===== src/cart_pkg.sv =====
// Shared cartridge types, widths and memory map constants; referenced by scoped name from the RTL
package cart_pkg;

	// **********************************************************************
	// Cartridge types handled by the mapper
	// **********************************************************************

	// CRT header hardware type; ids not listed here leave the cartridge idle
	typedef enum logic [15:0] {
		generic         = 16'd0,
		simons_basic    = 16'd4,
		ocean1          = 16'd5,
		epyx_fastload   = 16'd10,
		c64gs           = 16'd15,
		magic_desk      = 16'd19,
		easyflash       = 16'd32,
		easyflash_xbank = 16'd33	// XBank looks the same as EasyFlash
	} cart_type_e;

	// **********************************************************************
	// Widths
	// **********************************************************************

	localparam int bank_w       = 7;		// Bank number
	localparam int table_depth  = 64;		// Chip packets held by the bank table
	localparam int sel_w        = $clog2(table_depth);
	localparam int sdram_addr_w = 25;		// SDRAM byte address
	localparam int sdram_bank_w = sdram_addr_w - 13;	// 8 KB bank field, bits 24..13

	// **********************************************************************
	// SDRAM layout, in units of the 8 KB bank field
	// **********************************************************************

	// ROM banks start at 0x100000, up to 1 MB
	localparam logic [sdram_bank_w-1:0] rom_region_bit  = 12'h080;
	// RAM banks start at 0x010000, 64 KB at most
	localparam logic [sdram_bank_w-1:0] ram_region_base = 12'h008;

	// CRT chip packet loading
	localparam logic [15:0] low_load_limit = 16'h8000;	// ROML side up to here
	localparam logic [15:0] half_bank_size = 16'h2000;	// 16 KB packets fill both halves

	// Epyx Fastload capacitor model
	localparam int epyx_hold_cycles = 16384;
	localparam int epyx_cnt_w       = $clog2(epyx_hold_cycles + 1);

endpackage


===== src/cart_addr_xlate.sv =====
// Address translation: maps ROML, ROMH and IO window accesses onto the SDRAM CRT image
`timescale 1ns/10ps

module cart_addr_xlate (
	input  logic                              reset_n,	// Synchronous, active high
	input  logic                              rom_l,
	input  logic                              rom_h,
	input  logic                              ioe,
	input  logic                              iof,
	input  logic                              mem_write,
	input  logic                              mem_ce,
	input  logic                              stb_ioe,
	input  logic                              stb_iof,
	input  logic                              ioe_ena,
	input  logic                              iof_ena,
	input  logic                              ioe_wr_ena,
	input  logic                              iof_wr_ena,
	input  logic                              exrom_ov,
	input  logic                              game_ov,
	input  logic [15:0]                       addr_in,
	input  logic [cart_pkg::bank_w-1:0]       bank_lo,
	input  logic [cart_pkg::bank_w-1:0]       bank_hi,
	input  logic [cart_pkg::bank_w-1:0]       ioe_bank,
	input  logic [cart_pkg::bank_w-1:0]       iof_bank,
	output logic [cart_pkg::sdram_addr_w-1:0] addr_out,
	output logic                              mem_ce_out,
	output logic                              mem_write_out
);

	logic cs_ioe;
	logic cs_iof;

	// SDRAM bank field for a cartridge bank, RAM uses the low 3 bits only
	function automatic logic [cart_pkg::sdram_bank_w-1:0] bank_field(
		input logic [cart_pkg::bank_w-1:0] bank,
		input logic                        ram
	);
		if (ram)
			bank_field = cart_pkg::ram_region_base
				| {{(cart_pkg::sdram_bank_w-3){1'b0}}, bank[2:0]};
		else
			bank_field = cart_pkg::rom_region_bit
				| {{(cart_pkg::sdram_bank_w-cart_pkg::bank_w){1'b0}}, bank};
	endfunction

	// IO window enabled for this direction
	assign cs_ioe = ioe && (mem_write ? ioe_wr_ena : ioe_ena);
	assign cs_iof = iof && (mem_write ? iof_wr_ena : iof_ena);

	assign mem_ce_out = mem_ce || (cs_ioe && stb_ioe) || (cs_iof && stb_iof);

	// No RAM exists under ROML in ultimax mode
	assign mem_write_out = mem_write && !(rom_l && exrom_ov && !game_ov);

	always_comb begin
		addr_out = {{(cart_pkg::sdram_addr_w-16){1'b0}}, addr_in};

		// No remapping while the cartridge is held in reset
		if (!reset_n) begin
			if (rom_h && !mem_write)
				addr_out[cart_pkg::sdram_addr_w-1:13] = bank_field(bank_hi, 1'b0);
			if (rom_l && !mem_write)
				addr_out[cart_pkg::sdram_addr_w-1:13] = bank_field(bank_lo, 1'b0);

			if (cs_ioe)
				addr_out[cart_pkg::sdram_addr_w-1:13] = bank_field(ioe_bank, ioe_wr_ena);
			if (cs_iof)
				addr_out[cart_pkg::sdram_addr_w-1:13] = bank_field(iof_bank, iof_wr_ena);	// $DFxx wins
		end
	end

endmodule


===== src/cart_bank_table.sv =====
// Bank table: records the SDRAM bank of each CRT chip packet during load and serves lookups
`timescale 1ns/10ps

module cart_bank_table (
	input  logic                           clk32,
	input  logic                           cart_loading,
	input  logic                           cart_bank_wr,	// One strobe per chip packet
	input  logic [15:0]                    cart_bank_laddr,
	input  logic [15:0]                    cart_bank_size,
	input  logic [15:0]                    cart_bank_num,
	input  logic [cart_pkg::sdram_addr_w-1:0] cart_bank_raddr,
	input  logic [cart_pkg::sel_w-1:0]     sel_bank,
	output logic [cart_pkg::bank_w-1:0]    sel_lo,
	output logic [cart_pkg::bank_w-1:0]    sel_hi,
	output logic [cart_pkg::bank_w-1:0]    lo_entry0,
	output logic [cart_pkg::bank_w-1:0]    hi_entry0
);

	// ROML and ROMH bank per chip packet
	logic [cart_pkg::bank_w-1:0] lo_banks [cart_pkg::table_depth];
	logic [cart_pkg::bank_w-1:0] hi_banks [cart_pkg::table_depth];

	logic       old_loading;
	logic [7:0] bank_cnt;		// Packets seen since load start
	logic [cart_pkg::bank_w-1:0] raw_bank;
	logic [cart_pkg::sel_w-1:0]  slot;
	logic       accept;

	assign raw_bank = cart_bank_raddr[13 +: cart_pkg::bank_w];
	assign slot     = cart_bank_num[cart_pkg::sel_w-1:0];

	// Counter saturates, so a runaway loader cannot wrap into the table
	assign accept = cart_bank_wr && (cart_bank_num < cart_pkg::table_depth) && (bank_cnt != 8'hFF);

	always_ff @(posedge clk32) begin
		old_loading <= cart_loading;
		if (!old_loading && cart_loading) begin
			bank_cnt <= 8'd0;					// New image
		end else if (cart_bank_wr && bank_cnt != 8'hFF) begin
			bank_cnt <= bank_cnt + 8'd1;
		end
	end

	always_ff @(posedge clk32) begin
		if (accept) begin
			if (cart_bank_laddr <= cart_pkg::low_load_limit) begin
				lo_banks[slot] <= raw_bank;
				// 16 KB packet, upper half follows in the next bank
				if (cart_bank_size > cart_pkg::half_bank_size)
					hi_banks[slot] <= raw_bank + 7'd1;
			end else begin
				hi_banks[slot] <= raw_bank;	// ROMH only packet
			end
		end
	end

	// Lookup ports
	assign sel_lo    = lo_banks[sel_bank];
	assign sel_hi    = hi_banks[sel_bank];
	assign lo_entry0 = lo_banks[0];
	assign hi_entry0 = hi_banks[0];

endmodule


===== src/cart_mapper_ctrl.sv =====
// Mapper control: per cartridge type banking registers, IO1/IO2 edge strobes and EXROM/GAME lines
`timescale 1ns/10ps

module cart_mapper_ctrl (
	input  logic                        clk32,
	input  logic                        reset_n,	// Synchronous, active high
	input  logic                        ioe,		// IO1, $DExx
	input  logic                        iof,		// IO2, $DFxx
	input  logic                        rom_l,
	input  logic                        mem_write,
	input  cart_pkg::cart_type_e        cart_id,
	input  logic [7:0]                  cart_exrom,	// CRT header EXROM
	input  logic [7:0]                  cart_game,	// CRT header GAME
	input  logic [7:0]                  data_in,
	input  logic [15:0]                 addr_in,
	input  logic [cart_pkg::bank_w-1:0] lo_entry0,
	input  logic [cart_pkg::bank_w-1:0] hi_entry0,
	input  logic [cart_pkg::bank_w-1:0] sel_lo,
	input  logic [cart_pkg::bank_w-1:0] sel_hi,
	output logic [cart_pkg::sel_w-1:0]  sel_bank,
	output logic [cart_pkg::bank_w-1:0] bank_lo,
	output logic [cart_pkg::bank_w-1:0] bank_hi,
	output logic [cart_pkg::bank_w-1:0] ioe_bank,
	output logic [cart_pkg::bank_w-1:0] iof_bank,
	output logic                        ioe_ena,
	output logic                        iof_ena,
	output logic                        ioe_wr_ena,
	output logic                        iof_wr_ena,
	output logic                        exrom_ov,
	output logic                        game_ov,
	output logic                        stb_ioe,
	output logic                        stb_iof
);

	logic old_ioe;
	logic old_iof;
	logic ioe_wr;
	logic ioe_rd;
	logic init_pend;				// First cycle after a reset
	cart_pkg::cart_type_e old_id;
	logic [cart_pkg::epyx_cnt_w-1:0] epyx_cnt;
	logic epyx_cnt_ena;

	// **********************************************************************
	// IO window access strobes
	// **********************************************************************

	always_ff @(posedge clk32) begin
		if (reset_n) begin
			old_ioe <= 1'b0;
			old_iof <= 1'b0;
		end else begin
			old_ioe <= ioe;
			old_iof <= iof;
		end
	end

	assign stb_ioe = ioe && !old_ioe;	// First cycle of the access
	assign stb_iof = iof && !old_iof;
	assign ioe_wr  = stb_ioe && mem_write;
	assign ioe_rd  = stb_ioe && !mem_write;

	// EasyFlash bank register selects the table entry
	assign sel_bank = data_in[cart_pkg::sel_w-1:0];

	// **********************************************************************
	// Banking registers
	// **********************************************************************

	always_ff @(posedge clk32) begin
		old_id    <= cart_id;
		init_pend <= 1'b0;

		if (reset_n || (cart_id != old_id)) begin
			// No cartridge until the type has settled
			exrom_ov     <= 1'b1;
			game_ov      <= 1'b1;
			bank_lo      <= '0;
			bank_hi      <= '0;
			ioe_bank     <= '0;
			iof_bank     <= '0;
			ioe_ena      <= 1'b0;
			iof_ena      <= 1'b0;
			ioe_wr_ena   <= 1'b0;
			iof_wr_ena   <= 1'b0;
			epyx_cnt     <= '0;
			epyx_cnt_ena <= 1'b0;
			init_pend    <= 1'b1;
		end else begin
			case (cart_id)
				// 8K, 16K or ultimax straight from the header
				cart_pkg::generic: begin
					exrom_ov <= cart_exrom[0];
					game_ov  <= cart_game[0];
					bank_lo  <= lo_entry0;
					bank_hi  <= hi_entry0;
				end

				// Read of IO1 gives 8K config, write gives 16K
				cart_pkg::simons_basic: begin
					if (init_pend) begin
						exrom_ov <= 1'b0;
						game_ov  <= 1'b0;
						bank_lo  <= 7'd0;
						bank_hi  <= 7'd1;
					end
					if (ioe_wr)
						game_ov <= 1'b0;
					if (ioe_rd)
						game_ov <= 1'b1;
				end

				// Same bank mirrored at $8000 and $A000
				cart_pkg::ocean1: begin
					exrom_ov <= 1'b0;
					game_ov  <= 1'b0;
					if (ioe_wr) begin
						bank_lo <= {1'b0, data_in[5:0]};
						bank_hi <= {1'b0, data_in[5:0]};
					end
				end

				cart_pkg::epyx_fastload: begin
					if (ioe || rom_l)
						epyx_cnt_ena <= 1'b1;

					// Any access charges the capacitor again
					if (init_pend || ioe || rom_l) begin
						game_ov  <= 1'b1;
						exrom_ov <= 1'b0;
						epyx_cnt <= cart_pkg::epyx_cnt_w'(cart_pkg::epyx_hold_cycles);
						iof_ena  <= 1'b1;		// Last ROM page readable at $DFxx
						iof_bank <= 7'd0;
					end else if (epyx_cnt_ena) begin
						if (epyx_cnt != '0)
							epyx_cnt <= epyx_cnt - 1'b1;
						else
							exrom_ov <= 1'b1;	// Discharged, cartridge off
					end
				end

				// Bank from the IO1 address, read goes back to bank 0
				cart_pkg::c64gs: begin
					game_ov  <= 1'b1;
					exrom_ov <= 1'b0;
					if (ioe_rd)
						bank_lo <= 7'd0;
					if (ioe_wr)
						bank_lo <= {1'b0, addr_in[5:0]};
				end

				cart_pkg::magic_desk: begin
					if (init_pend) begin
						game_ov  <= 1'b1;
						exrom_ov <= 1'b0;
						bank_lo  <= 7'd0;
					end
					if (ioe_wr) begin
						bank_lo  <= {3'b000, data_in[3:0]};
						exrom_ov <= data_in[7];		// Bit 7 switches the cartridge off
					end
				end

				// $DE00 bank, $DE02 control, 256 bytes RAM at $DFxx
				cart_pkg::easyflash,
				cart_pkg::easyflash_xbank: begin
					if (init_pend) begin
						iof_bank   <= 7'd0;
						iof_ena    <= 1'b1;
						iof_wr_ena <= 1'b1;
						exrom_ov   <= (cart_id == cart_pkg::easyflash);	// Boots ultimax
						game_ov    <= 1'b0;
						bank_lo    <= lo_entry0;
						bank_hi    <= hi_entry0;
					end
					if (ioe_wr) begin
						if (addr_in[1]) begin
							game_ov  <= !data_in[0] && data_in[2];	// Jumper assumed in boot position
							exrom_ov <= !data_in[1];
						end else begin
							bank_lo <= sel_lo;
							bank_hi <= sel_hi;
						end
					end
				end

				default: ;		// Unknown type, lines stay released
			endcase
		end
	end

endmodule


===== src/cartridge.sv =====
// Cartridge mapper top level: bank table, mapper control and address translation for CRT images
`timescale 1ns/10ps

module cartridge (
	input  logic                              clk32,
	input  logic                              reset_n,	// Synchronous, active high

	// **********************************************************************
	// CRT loader
	// **********************************************************************
	input  logic                              cart_loading,
	input  logic [15:0]                       cart_id,		// CRT hardware type
	input  logic [7:0]                        cart_exrom,
	input  logic [7:0]                        cart_game,
	input  logic [15:0]                       cart_bank_laddr,	// Packet load address
	input  logic [15:0]                       cart_bank_size,
	input  logic [15:0]                       cart_bank_num,
	input  logic [cart_pkg::sdram_addr_w-1:0] cart_bank_raddr,	// Packet location in SDRAM
	input  logic                              cart_bank_wr,

	// **********************************************************************
	// Expansion port and CPU bus
	// **********************************************************************
	output logic                              exrom,
	output logic                              game,
	input  logic                              rom_l,
	input  logic                              rom_h,
	input  logic                              ioe,
	input  logic                              iof,
	input  logic                              mem_write,
	input  logic                              mem_ce,
	output logic                              mem_ce_out,
	output logic                              mem_write_out,
	input  logic [15:0]                       addr_in,
	input  logic [7:0]                        data_in,
	output logic [cart_pkg::sdram_addr_w-1:0] addr_out,
	output logic [cart_pkg::bank_w-1:0]       bank_lo,
	output logic [cart_pkg::bank_w-1:0]       bank_hi
);

	logic [cart_pkg::sel_w-1:0]  sel_bank;
	logic [cart_pkg::bank_w-1:0] sel_lo;
	logic [cart_pkg::bank_w-1:0] sel_hi;
	logic [cart_pkg::bank_w-1:0] lo_entry0;
	logic [cart_pkg::bank_w-1:0] hi_entry0;
	logic [cart_pkg::bank_w-1:0] ioe_bank;
	logic [cart_pkg::bank_w-1:0] iof_bank;
	logic ioe_ena;
	logic iof_ena;
	logic ioe_wr_ena;
	logic iof_wr_ena;
	logic exrom_ov;
	logic game_ov;
	logic stb_ioe;
	logic stb_iof;

	assign exrom = exrom_ov;
	assign game  = game_ov;

	cart_bank_table bank_table_i (
		.clk32           (clk32),
		.cart_loading    (cart_loading),
		.cart_bank_wr    (cart_bank_wr),
		.cart_bank_laddr (cart_bank_laddr),
		.cart_bank_size  (cart_bank_size),
		.cart_bank_num   (cart_bank_num),
		.cart_bank_raddr (cart_bank_raddr),
		.sel_bank        (sel_bank),
		.sel_lo          (sel_lo),
		.sel_hi          (sel_hi),
		.lo_entry0       (lo_entry0),
		.hi_entry0       (hi_entry0)
	);

	// Any id is legal here, unknown ones just leave the lines released
	cart_mapper_ctrl mapper_ctrl_i (
		.clk32      (clk32),
		.reset_n    (reset_n),
		.ioe        (ioe),
		.iof        (iof),
		.rom_l      (rom_l),
		.mem_write  (mem_write),
		.cart_id    (cart_pkg::cart_type_e'(cart_id)),
		.cart_exrom (cart_exrom),
		.cart_game  (cart_game),
		.data_in    (data_in),
		.addr_in    (addr_in),
		.lo_entry0  (lo_entry0),
		.hi_entry0  (hi_entry0),
		.sel_lo     (sel_lo),
		.sel_hi     (sel_hi),
		.sel_bank   (sel_bank),
		.bank_lo    (bank_lo),
		.bank_hi    (bank_hi),
		.ioe_bank   (ioe_bank),
		.iof_bank   (iof_bank),
		.ioe_ena    (ioe_ena),
		.iof_ena    (iof_ena),
		.ioe_wr_ena (ioe_wr_ena),
		.iof_wr_ena (iof_wr_ena),
		.exrom_ov   (exrom_ov),
		.game_ov    (game_ov),
		.stb_ioe    (stb_ioe),
		.stb_iof    (stb_iof)
	);

	cart_addr_xlate addr_xlate_i (
		.reset_n       (reset_n),
		.rom_l         (rom_l),
		.rom_h         (rom_h),
		.ioe           (ioe),
		.iof           (iof),
		.mem_write     (mem_write),
		.mem_ce        (mem_ce),
		.stb_ioe       (stb_ioe),
		.stb_iof       (stb_iof),
		.ioe_ena       (ioe_ena),
		.iof_ena       (iof_ena),
		.ioe_wr_ena    (ioe_wr_ena),
		.iof_wr_ena    (iof_wr_ena),
		.exrom_ov      (exrom_ov),
		.game_ov       (game_ov),
		.addr_in       (addr_in),
		.bank_lo       (bank_lo),
		.bank_hi       (bank_hi),
		.ioe_bank      (ioe_bank),
		.iof_bank      (iof_bank),
		.addr_out      (addr_out),
		.mem_ce_out    (mem_ce_out),
		.mem_write_out (mem_write_out)
	);

endmodule


===== config.mk =====
export PLATFORM = sky130hd
export DESIGN_NAME = cartridge
export DESIGN_NICKNAME = d
export VERILOG_FILES = /design/src/cart_pkg.sv /design/src/cart_addr_xlate.sv /design/src/cart_bank_table.sv /design/src/cart_mapper_ctrl.sv /design/src/cartridge.sv
export SDC_FILE = /design/constraint.sdc
export NUM_CORES = 1
export LEC_CHECK = 0
export BUFFER_PORTS_ARGS = -buffer_cell sky130_fd_sc_hd__buf_4
export CORE_UTILIZATION = 34
export CTS_CLUSTER_SIZE = 24
export DETAILED_ROUTE_END_ITERATION = 10
export PLACE_DENSITY = 0.53
export SYNTH_ARGS = -nofsm -noshare
export SYNTH_HDL_FRONTEND = slang
export SYNTH_SLANG_ARGS = --single-unit

===== constraint.sdc =====
create_clock -name clk32 -period 4.75 [get_ports clk32]
set_input_delay 0.95 -clock clk32 [delete_from_list [all_inputs] [get_ports clk32]]
set_output_delay 0.95 -clock clk32 [all_outputs]
set_load 0.02 [all_outputs]

==> metrics.cfg, run 1 <==
[clock_network]
cts_repair_resize_count=0
postCtsSetupRepairBufs=0
clk_pin_slew_ps=60
ctsHtreeMaxLevel=3
cts_tree=yes
ctsLongestPathBuffers=3
cts_root_buffer=clkbuf_16
cts.sinks=958
clk_latency_ps=680
numCtsBuffers=101
hold_buffers=0

[timing]
relSlewSlack=0.314
setup_viol=0
finalHoldViolations=0
holdWs_ps=396
rsz0062_at_grt=no
tightest_slew_ps=1030
fin_crit_sh=0.655
maxSlewViolCount=0
fin_crit_ps=3110
max_freq_mhz=321
clock-skew-final_ps=40.9
fin_setup_tns_ps=0

[drt]
viasPerCell=5.34
ant_nets=0
drc=0
wl_per_cell_um=25.8
firstDrtPassIters=5
dr.first_iter.drc_count=1665
finalWirelength_mm=99.4
vias=20600

[synthesis]
synth.ff_latch_count=958
syn_area_um2=38900
synth-compound-area-share=0.0373
synth_cell_types=74
muxShareOfSynthArea=0.155
ys_async_sr_fraction=0
synth_top_family_by_area=multiplexers
synth_most_common_cell=edfxtp_1
ys_warn_count=0
synth_ff_type=edfxtp_1
synthCells=2091
avgSynthCellArea_um2=18.6
synth-simple-area-share=0.0522
synth_commonest_cells=edfxtp_1 (896), mux4_2 (218), nor2_1 (207)
synth_edf_count=896
synth_top_area_share=0.691
ys_top_cells_by_area=edfxtp_1 (69%), mux4_2 (13%), dfxtp_1 (3.2%)
synth_xor_area_frac=0.00878
synthAdderAreaFrac=0.000965
ys_seq_area_frac=0.723
synth_top_area_cell=edfxtp_1

[power_and_ir_drop]
total_power_mw=18.2
sw_frac_of_total=0.217
p_int_mw=14.2
combPwrFrac=0.054
p_leak_nw=14.4
power.switching_mw=3.94
power.density_nw_per_um2=403
clockPowerShare=0.435
p_seq_frac=0.511
ir_worst_vdd_mv=0.268

[die]
die_h_um=340
std_cell_rows=123
core_area_um2=113000
die-area_um2=116000
die_w_um=340
start_util=0.345
boundaryPins=182

[place]
dp_cells=3674
port_buffers=130
place_hpwl_mm=63.5
gp_congestion=0.866

[global_route]
busiest_layer=met2
grt-ovfl-total=0
met2_usage=0.277
grt_pass1_vias=20900
grtUsageMet3=0.0288
antenna_found_initial=0
grt_use_total=0.170
grt_pass1_wl_mm=145
grt_max_degree=69
grt_use_met1=0.239

[worst_hold_path]
hold_path_end=bank_table_i.old_loading
hold_class=input pin to flip-flop
hold_path_depth=1
min_from=cart_loading

[worst_setup_path]
cp.buffers_inverters=2
worst_path_most_repeated_cell=buf_4
cp_slowest_cell=nor2b_1
rrSetupSlack_ps=1650
cp_top_family=simple AND/OR/NAND/NOR gates
reg2reg_depth=9
path_max_fanout=9
r2r_end=bank_table_i.hi_banks[10][5]
path_cells=buf_4 > mux2i_1 > nor2b_1 > a21oi_1 > o22a_1 > buf_4
max_stage_delay_ps=470
cp-end-kind=output port
worst-endpoint-required_ps=3800
r2r-start=bank_table_i.bank_cnt[0]
cp-start-kind=input pin
cp_data_arrival_time_ps=2160
crit_type=input pin to output port

[layout]
drive_above_1_share=0.256
fillers=10100
multiInputGateArea_um2=10000
seqCellArea_um2=28100
nNetsFinal=2419
final_cells=3858
num_antenna_cells=0
areaGrowthSynthToFinish_pct=15.9

[status]
status=finished clean

[flow_run]
cap_violations=0

[worst register-to-register path, stage by stage (launching register included)]
cell      delay, ps
dfxtp_1         360
ha_1            210
nand3_1         100
o21ai_1         410
nand4b_1        240
or2_2           270
nand4_1         160
nor2_1          300
xor2_4          160
buf_4           560
[registers in the layout, indices dropped and copies added, names as in the netlist]
name	count
mapper_ctrl_i.bank_hi	7
bank_table_i.old_loading	1
mapper_ctrl_i.old_ioe	1
bank_table_i.bank_cnt	8
mapper_ctrl_i.iof_ena	1
mapper_ctrl_i.bank_lo	7
mapper_ctrl_i.old_iof	1
mapper_ctrl_i.game_ov	1
mapper_ctrl_i.epyx_cnt_ena	1
bank_table_i.hi_banks	448
mapper_ctrl_i.init_pend	1
bank_table_i.lo_banks	448
mapper_ctrl_i.old_id	16
mapper_ctrl_i.iof_wr_ena	1
mapper_ctrl_i.epyx_cnt	15
mapper_ctrl_i.exrom_ov	1
[layer usage]
metal	share of wire	vias up
li1	-	8902
met1	0.44	10900
met2	0.48	693
met3	0.060	132
met4	0.019	0
met5	0	-
[cells in the final DEF, fill, tap and decap left out, types with 5 or more instances in the layout]
cell	synthesis	routed
bufinv_16	0	12
nand3_1	32	31
nor2_1	207	207
clkinv_1	1	20
or4_1	7	7
o221ai_1	5	5
a31oi_1	6	6
mux4_1	18	18
clkbuf_16	0	101
mux2i_1	53	53
a311oi_1	5	5
nand4_1	10	10
nor2b_1	19	19
mux2_2	11	11
a22oi_1	23	23
a21oi_1	65	65
nor3_1	26	26
inv_1	13	13
nand2b_1	12	12
mux4_2	218	218
o21ai_1	5	5
nor4_1	20	20
clkbuf_1	40	24
a221oi_1	9	9
buf_4	24	199
o21ai_0	20	20
nand2_1	66	65
o2111ai_1	5	5
edfxtp_1	896	896
nand3b_1	7	7
dfxtp_1	62	62
o211ai_1	6	6
clkinv_2	0	12
xor2_1	18	15
o22ai_1	7	7
a22o_1	8	8
xnor2_1	21	18
a211oi_1	9	9
buf_12	4	8
[power by group through the flow]
stage / combinational, mW / clock (mW) / sequential (mW)
6_report: 0.982 / 7.91 / 9.29
4_1_cts: 0.998 / 8.07 / 9.28
3_5_place_dp: 0.997 / 0 / 9.46
2_1_floorplan: 0.553 / 0 / 9.47
3_3_place_gp: 0.978 / 0 / 9.46
5_1_grt: 1.05 / 8.35 / 9.28
[how the worst max path moves through the flow]
stage	slack (ps)	startpoint	endpoint	depth (start not counted)
after floorplan	420	cart_bank_laddr[3]	bank_table_i.hi_banks[0][3]	7
after global placement	970	data_in[0]	mapper_ctrl_i.bank_hi[4]	7
after detailed placement	980	data_in[0]	mapper_ctrl_i.bank_lo[0]	10
after CTS	1630	bank_table_i.bank_cnt[0]	bank_table_i.hi_banks[30][5]	9
after global routing	1430	bank_table_i.bank_cnt[0]	bank_table_i.hi_banks[55][5]	9
final	1640	mem_write	addr_out[15]	6
[stage by stage]
| stage | util | cell area (µm²) | worst slack, ps |
|---|---|---|---|
| after global placement | 0.370 | 41800 | 974 |
| after detailed placement | 0.370 | 41800 | 982 |
| after floorplan | - | 38900 | 418 |
| after global routing | 0.399 | 45100 | 1430 |
| after CTS | 0.399 | 45100 | 1630 |
| final | 0.399 | 45100 | 1640 |
[logic make-up (layout without fill, tap and decap cells)]
group	Yosys count	count (layout)
DFF	958	958
buffers and inverters	143	407
adders and majority gates	3	3
AOI/OAI and AO/OA	210	210
other	1	4
and+or+nand+nor	437	437
muxes	300	300
xor gates and xnor gates	39	39
[final cells by class]
class,instances,share of cell area
tap,1500,0.0416
timing repair buffer,209,0.0373
clock buffer,125,0.0581
multi-input combinational,993,0.222
inverter,14,0.00117
clock inverter,59,0.0157
sequential,958,0.624
Power figures use the tool's default switching activity.
==> inputs of run 2 (changes only) <==
Settings changed: ABC_AREA set to 1.
Clock period 4.75 ns to 3.2 ns, I/O delays scaled along.
==> metrics.cfg, run 2 <==
[layout]
layout_common_cells=nand2_1 (1048), edfxtp_1 (896), nand3_1 (521)  ; was edfxtp_1 (896), mux4_2 (218), nor2_1 (207)
nNetsFinal=4157  ; was 2419
fin_util=0.407  ; was 0.399
fillers=11400  ; was 10100
final_area_um2=48300  ; was 45100 µm²
areaGrowthSynthToFinish_pct=17.9  ; was 15.9%
num_antenna_cells=0  ; unchanged
top_regs=bank_table_i.hi_banks (448), bank_table_i.lo_banks (448), mapper_ctrl_i.old_id (16)  ; unchanged
mostFrequentLayoutCell=nand2_1  ; was edfxtp_1
drive_above_1_share=0.127  ; was 0.256

[clock_network]
hold_buffers=0  ; unchanged
clk_pin_slew_ps=60  ; about the same
cts_root_buffer=clkbuf_16  ; unchanged
cts_tree=yes  ; unchanged
clk_latency_ps=700  ; was 680 ps
ctsHtreeMaxLevel=3  ; unchanged
cts_repair_resize_count=0  ; unchanged
ctsLongestPathBuffers=3  ; unchanged
numCtsBuffers=103  ; was 101
postCtsSetupRepairBufs=0  ; unchanged
cts.sinks=958  ; unchanged

[flow_run]
cap_violations=0  ; unchanged

[synthesis]
synthCells=3828  ; was 2091
ys_top_cells_by_area=edfxtp_1 (66%), nand2_1 (9.6%), nand3_1 (6.4%)  ; was edfxtp_1 (69%), mux4_2 (13%), dfxtp_1 (3.2%)
synth_commonest_cells=nand2_1 (1049), edfxtp_1 (896), nand3_1 (521)  ; was edfxtp_1 (896), mux4_2 (218), nor2_1 (207)
synth.ff_latch_count=958  ; unchanged
synth_most_common_cell=nand2_1  ; was edfxtp_1
synth_cell_types=59  ; was 74
ys_warn_count=0  ; unchanged
synth_edf_count=896  ; unchanged
avgSynthCellArea_um2=10.7  ; was 18.6 µm²
synth_top_area_share=0.657  ; was 0.691
synth_ff_type=edfxtp_1  ; unchanged
ys_seq_area_frac=0.687  ; was 0.723
syn_area_um2=41000  ; was 38900 µm²
synth_top_area_cell=edfxtp_1  ; unchanged
ys_async_sr_fraction=0  ; unchanged

[power_and_ir_drop]
power.density_nw_per_um2=570  ; was 403 nW/µm²
ir_worst_vdd_mv=0.414  ; was 0.268 mV
p_leak_nw=17.3  ; was 14.4 nW

[drt]
viasPerCell=5.01  ; was 5.34
firstDrtPassIters=5  ; unchanged
finalWirelength_mm=114  ; was 99.4 mm
drc=0  ; unchanged
dr.first_iter.drc_count=2353  ; was 1665
ant_nets=0  ; unchanged
wl_per_cell_um=20.0  ; was 25.8 µm
vias=28600  ; was 20600

[worst_setup_path]
cp_slowest_cell=xor2_4  ; was nor2b_1
reg2reg_depth=10  ; was 9
crit_type=flip-flop to flip-flop  ; was input pin to output port
r2r_end=bank_table_i.hi_banks[3][2]  ; was bank_table_i.hi_banks[10][5]
rrSetupSlack_ps=420  ; was 1650 ps
cp-end-kind=flip-flop  ; was output port
path_cells=ha_1 > nand3_1 > nor4_1 > nor2_1 > nand2_1 > inv_1 > nand2_1 > nand2_1 > xor2_4 > buf_12  ; was buf_4 > mux2i_1 > nor2b_1 > a21oi_1 > o22a_1 > buf_4
max_stage_delay_ps=650  ; was 470 ps
path_max_fanout=32  ; was 9
endpoint=bank_table_i.hi_banks[3][2]  ; was addr_out[15]
cp-start-kind=flip-flop  ; was input pin
worst_path_most_repeated_cell=nand2_1  ; was buf_4
cp_top_family=simple AND/OR/NAND/NOR gates  ; unchanged
cp_data_arrival_time_ps=3280  ; was 2160 ps
r2r-start=bank_table_i.bank_cnt[1]  ; was bank_table_i.bank_cnt[0]
startpoint=bank_table_i.bank_cnt[1]  ; was mem_write
cp.depth=10  ; was 6
worst-endpoint-required_ps=3700  ; was 3800 ps
cp.buffers_inverters=2  ; unchanged

[die]
die-area_um2=122000  ; was 116000 µm²
core_area_um2=119000  ; was 113000 µm²
start_util=0.345  ; about the same
std_cell_rows=126  ; was 123
die_w_um=349  ; was 340 µm
die_h_um=349  ; was 340 µm
boundaryPins=182  ; unchanged

[place]
port_buffers=130  ; unchanged
placed_area_um2=44900  ; was 41800 µm²
gp_congestion=0.865  ; was 0.866
place_hpwl_mm=73.3  ; was 63.5 mm

[timing]
finalHoldViolations=0  ; unchanged
setup_viol=0  ; unchanged
max_freq_mhz=359
fin_crit_sh=0.870
maxSlewViolCount=0  ; unchanged
tightest_slew_ps=848  ; was 1030 ps
rsz0062_at_grt=no  ; unchanged
clock-skew-final_ps=50.6  ; was 40.9 ps
relSlewSlack=0.433  ; was 0.314
fin_crit_ps=2780

[global_route]
grt-ovfl-total=0  ; unchanged
grt_use_total=0.185  ; was 0.170
grt_max_degree=77  ; was 69
antenna_found_initial=4  ; was 0
grt_pass1_wl_mm=171  ; was 145 mm
grt_pass1_vias=27400  ; was 20900

[status]
status=finished clean  ; unchanged

[worst_hold_path]
hold_class=input pin to flip-flop  ; unchanged

[run 2: changes by cell type in the layout (fill, tap and decap cells not counted), moves of 14 or more]
cell / delta
nor2b_1: -19
o21ai_0: +199
a22oi_1: -21
xnor2_1: -14
buf_4: +74
nor2_1: +214
o22ai_1: +79
inv_1: +101
mux4_2: -218
mux4_1: -18
nand2_1: +983
mux2i_1: -53
buf_12: +35
nand3_1: +490
[run 2: power breakdown]
part	internal, mW	total, mW	switching (mW)
Sequential	13.8	13.8	0.0118
Combinational	0.575	1.86	1.28
Clock	6.89	11.9	5.02
[run 2: layout make-up]
type | instances | area [µm²] | share of cell area
clock inverter | 74 | 743 | 0.0154
timing repair buffer | 318 | 2940 | 0.0609
inverter | 125 | 489 | 0.0101
clock buffer | 117 | 2630 | 0.0545
tap | 1600 | 2000 | 0.0415
sequential | 958 | 28100 | 0.583
multi-input combinational | 2509 | 11300 | 0.235
[run 2: worst reg2reg max path: stages (launching register included)]
cell     delay [ps]
dfxtp_1         350
ha_1            190
nand3_1         120
nor4_1          240
nor2_1          170
nand2_1         130
inv_1            70
nand2_1         190
nand2_1         180
xor2_4          650
buf_12          290
[run 2: cell families after synthesis]
group / count (synthesis) / synth area share
adder cells (fa/ha/maj): 3 / 0.000916
multiplexers: 1 / 0.000275
flip-flops: 958 / 0.687
XOR/XNOR: 14 / 0.00299
AND/OR/NAND/NOR: 2087 / 0.215
other: 1 / 0.0000915
AO/OA/AOI/OAI: 400 / 0.0544
buffers and inverters: 364 / 0.0395
[run 2: routing by layer]
metal | vias to the layer above | track usage | share of wire
li1 | 13700 | - | -
met1 | 13900 | 0.253 | 0.44
met2 | 817 | 0.312 | 0.48
met3 | 167 | 0.0236 | 0.053
met4 | 6 | 0.0445 | 0.019
met5 | - | 0 | 0.00039
[run 2: how the worst min path moves through the flow]
stage,start,end,slack [ps],cells past startpoint
floorplan,mapper_ctrl_i.epyx_cnt[0],mapper_ctrl_i.epyx_cnt[0],420,1
global placement,mapper_ctrl_i.iof_ena,mapper_ctrl_i.iof_ena,440,2
detailed placement,mapper_ctrl_i.iof_ena,mapper_ctrl_i.iof_ena,440,2
CTS,cart_loading,bank_table_i.old_loading,10,1
global route,cart_loading,bank_table_i.old_loading,30,1
finish,cart_loading,bank_table_i.old_loading,50,1
[run 2: stage by stage]
stage	hold WS, ps	std cells	setup TNS [ps]	setup slack [ps]	total power [mW]
after floorplan	422	3831	-2480	-38.7	15.0
after global placement	439	5510	0	113	15.9
after detailed placement	443	5510	0	137	15.9
after CTS	10.1	5701	0	296	27.7
after global routing	27.5	5701	0	35.8	28.4
final	53.9	5701	0	415	27.5
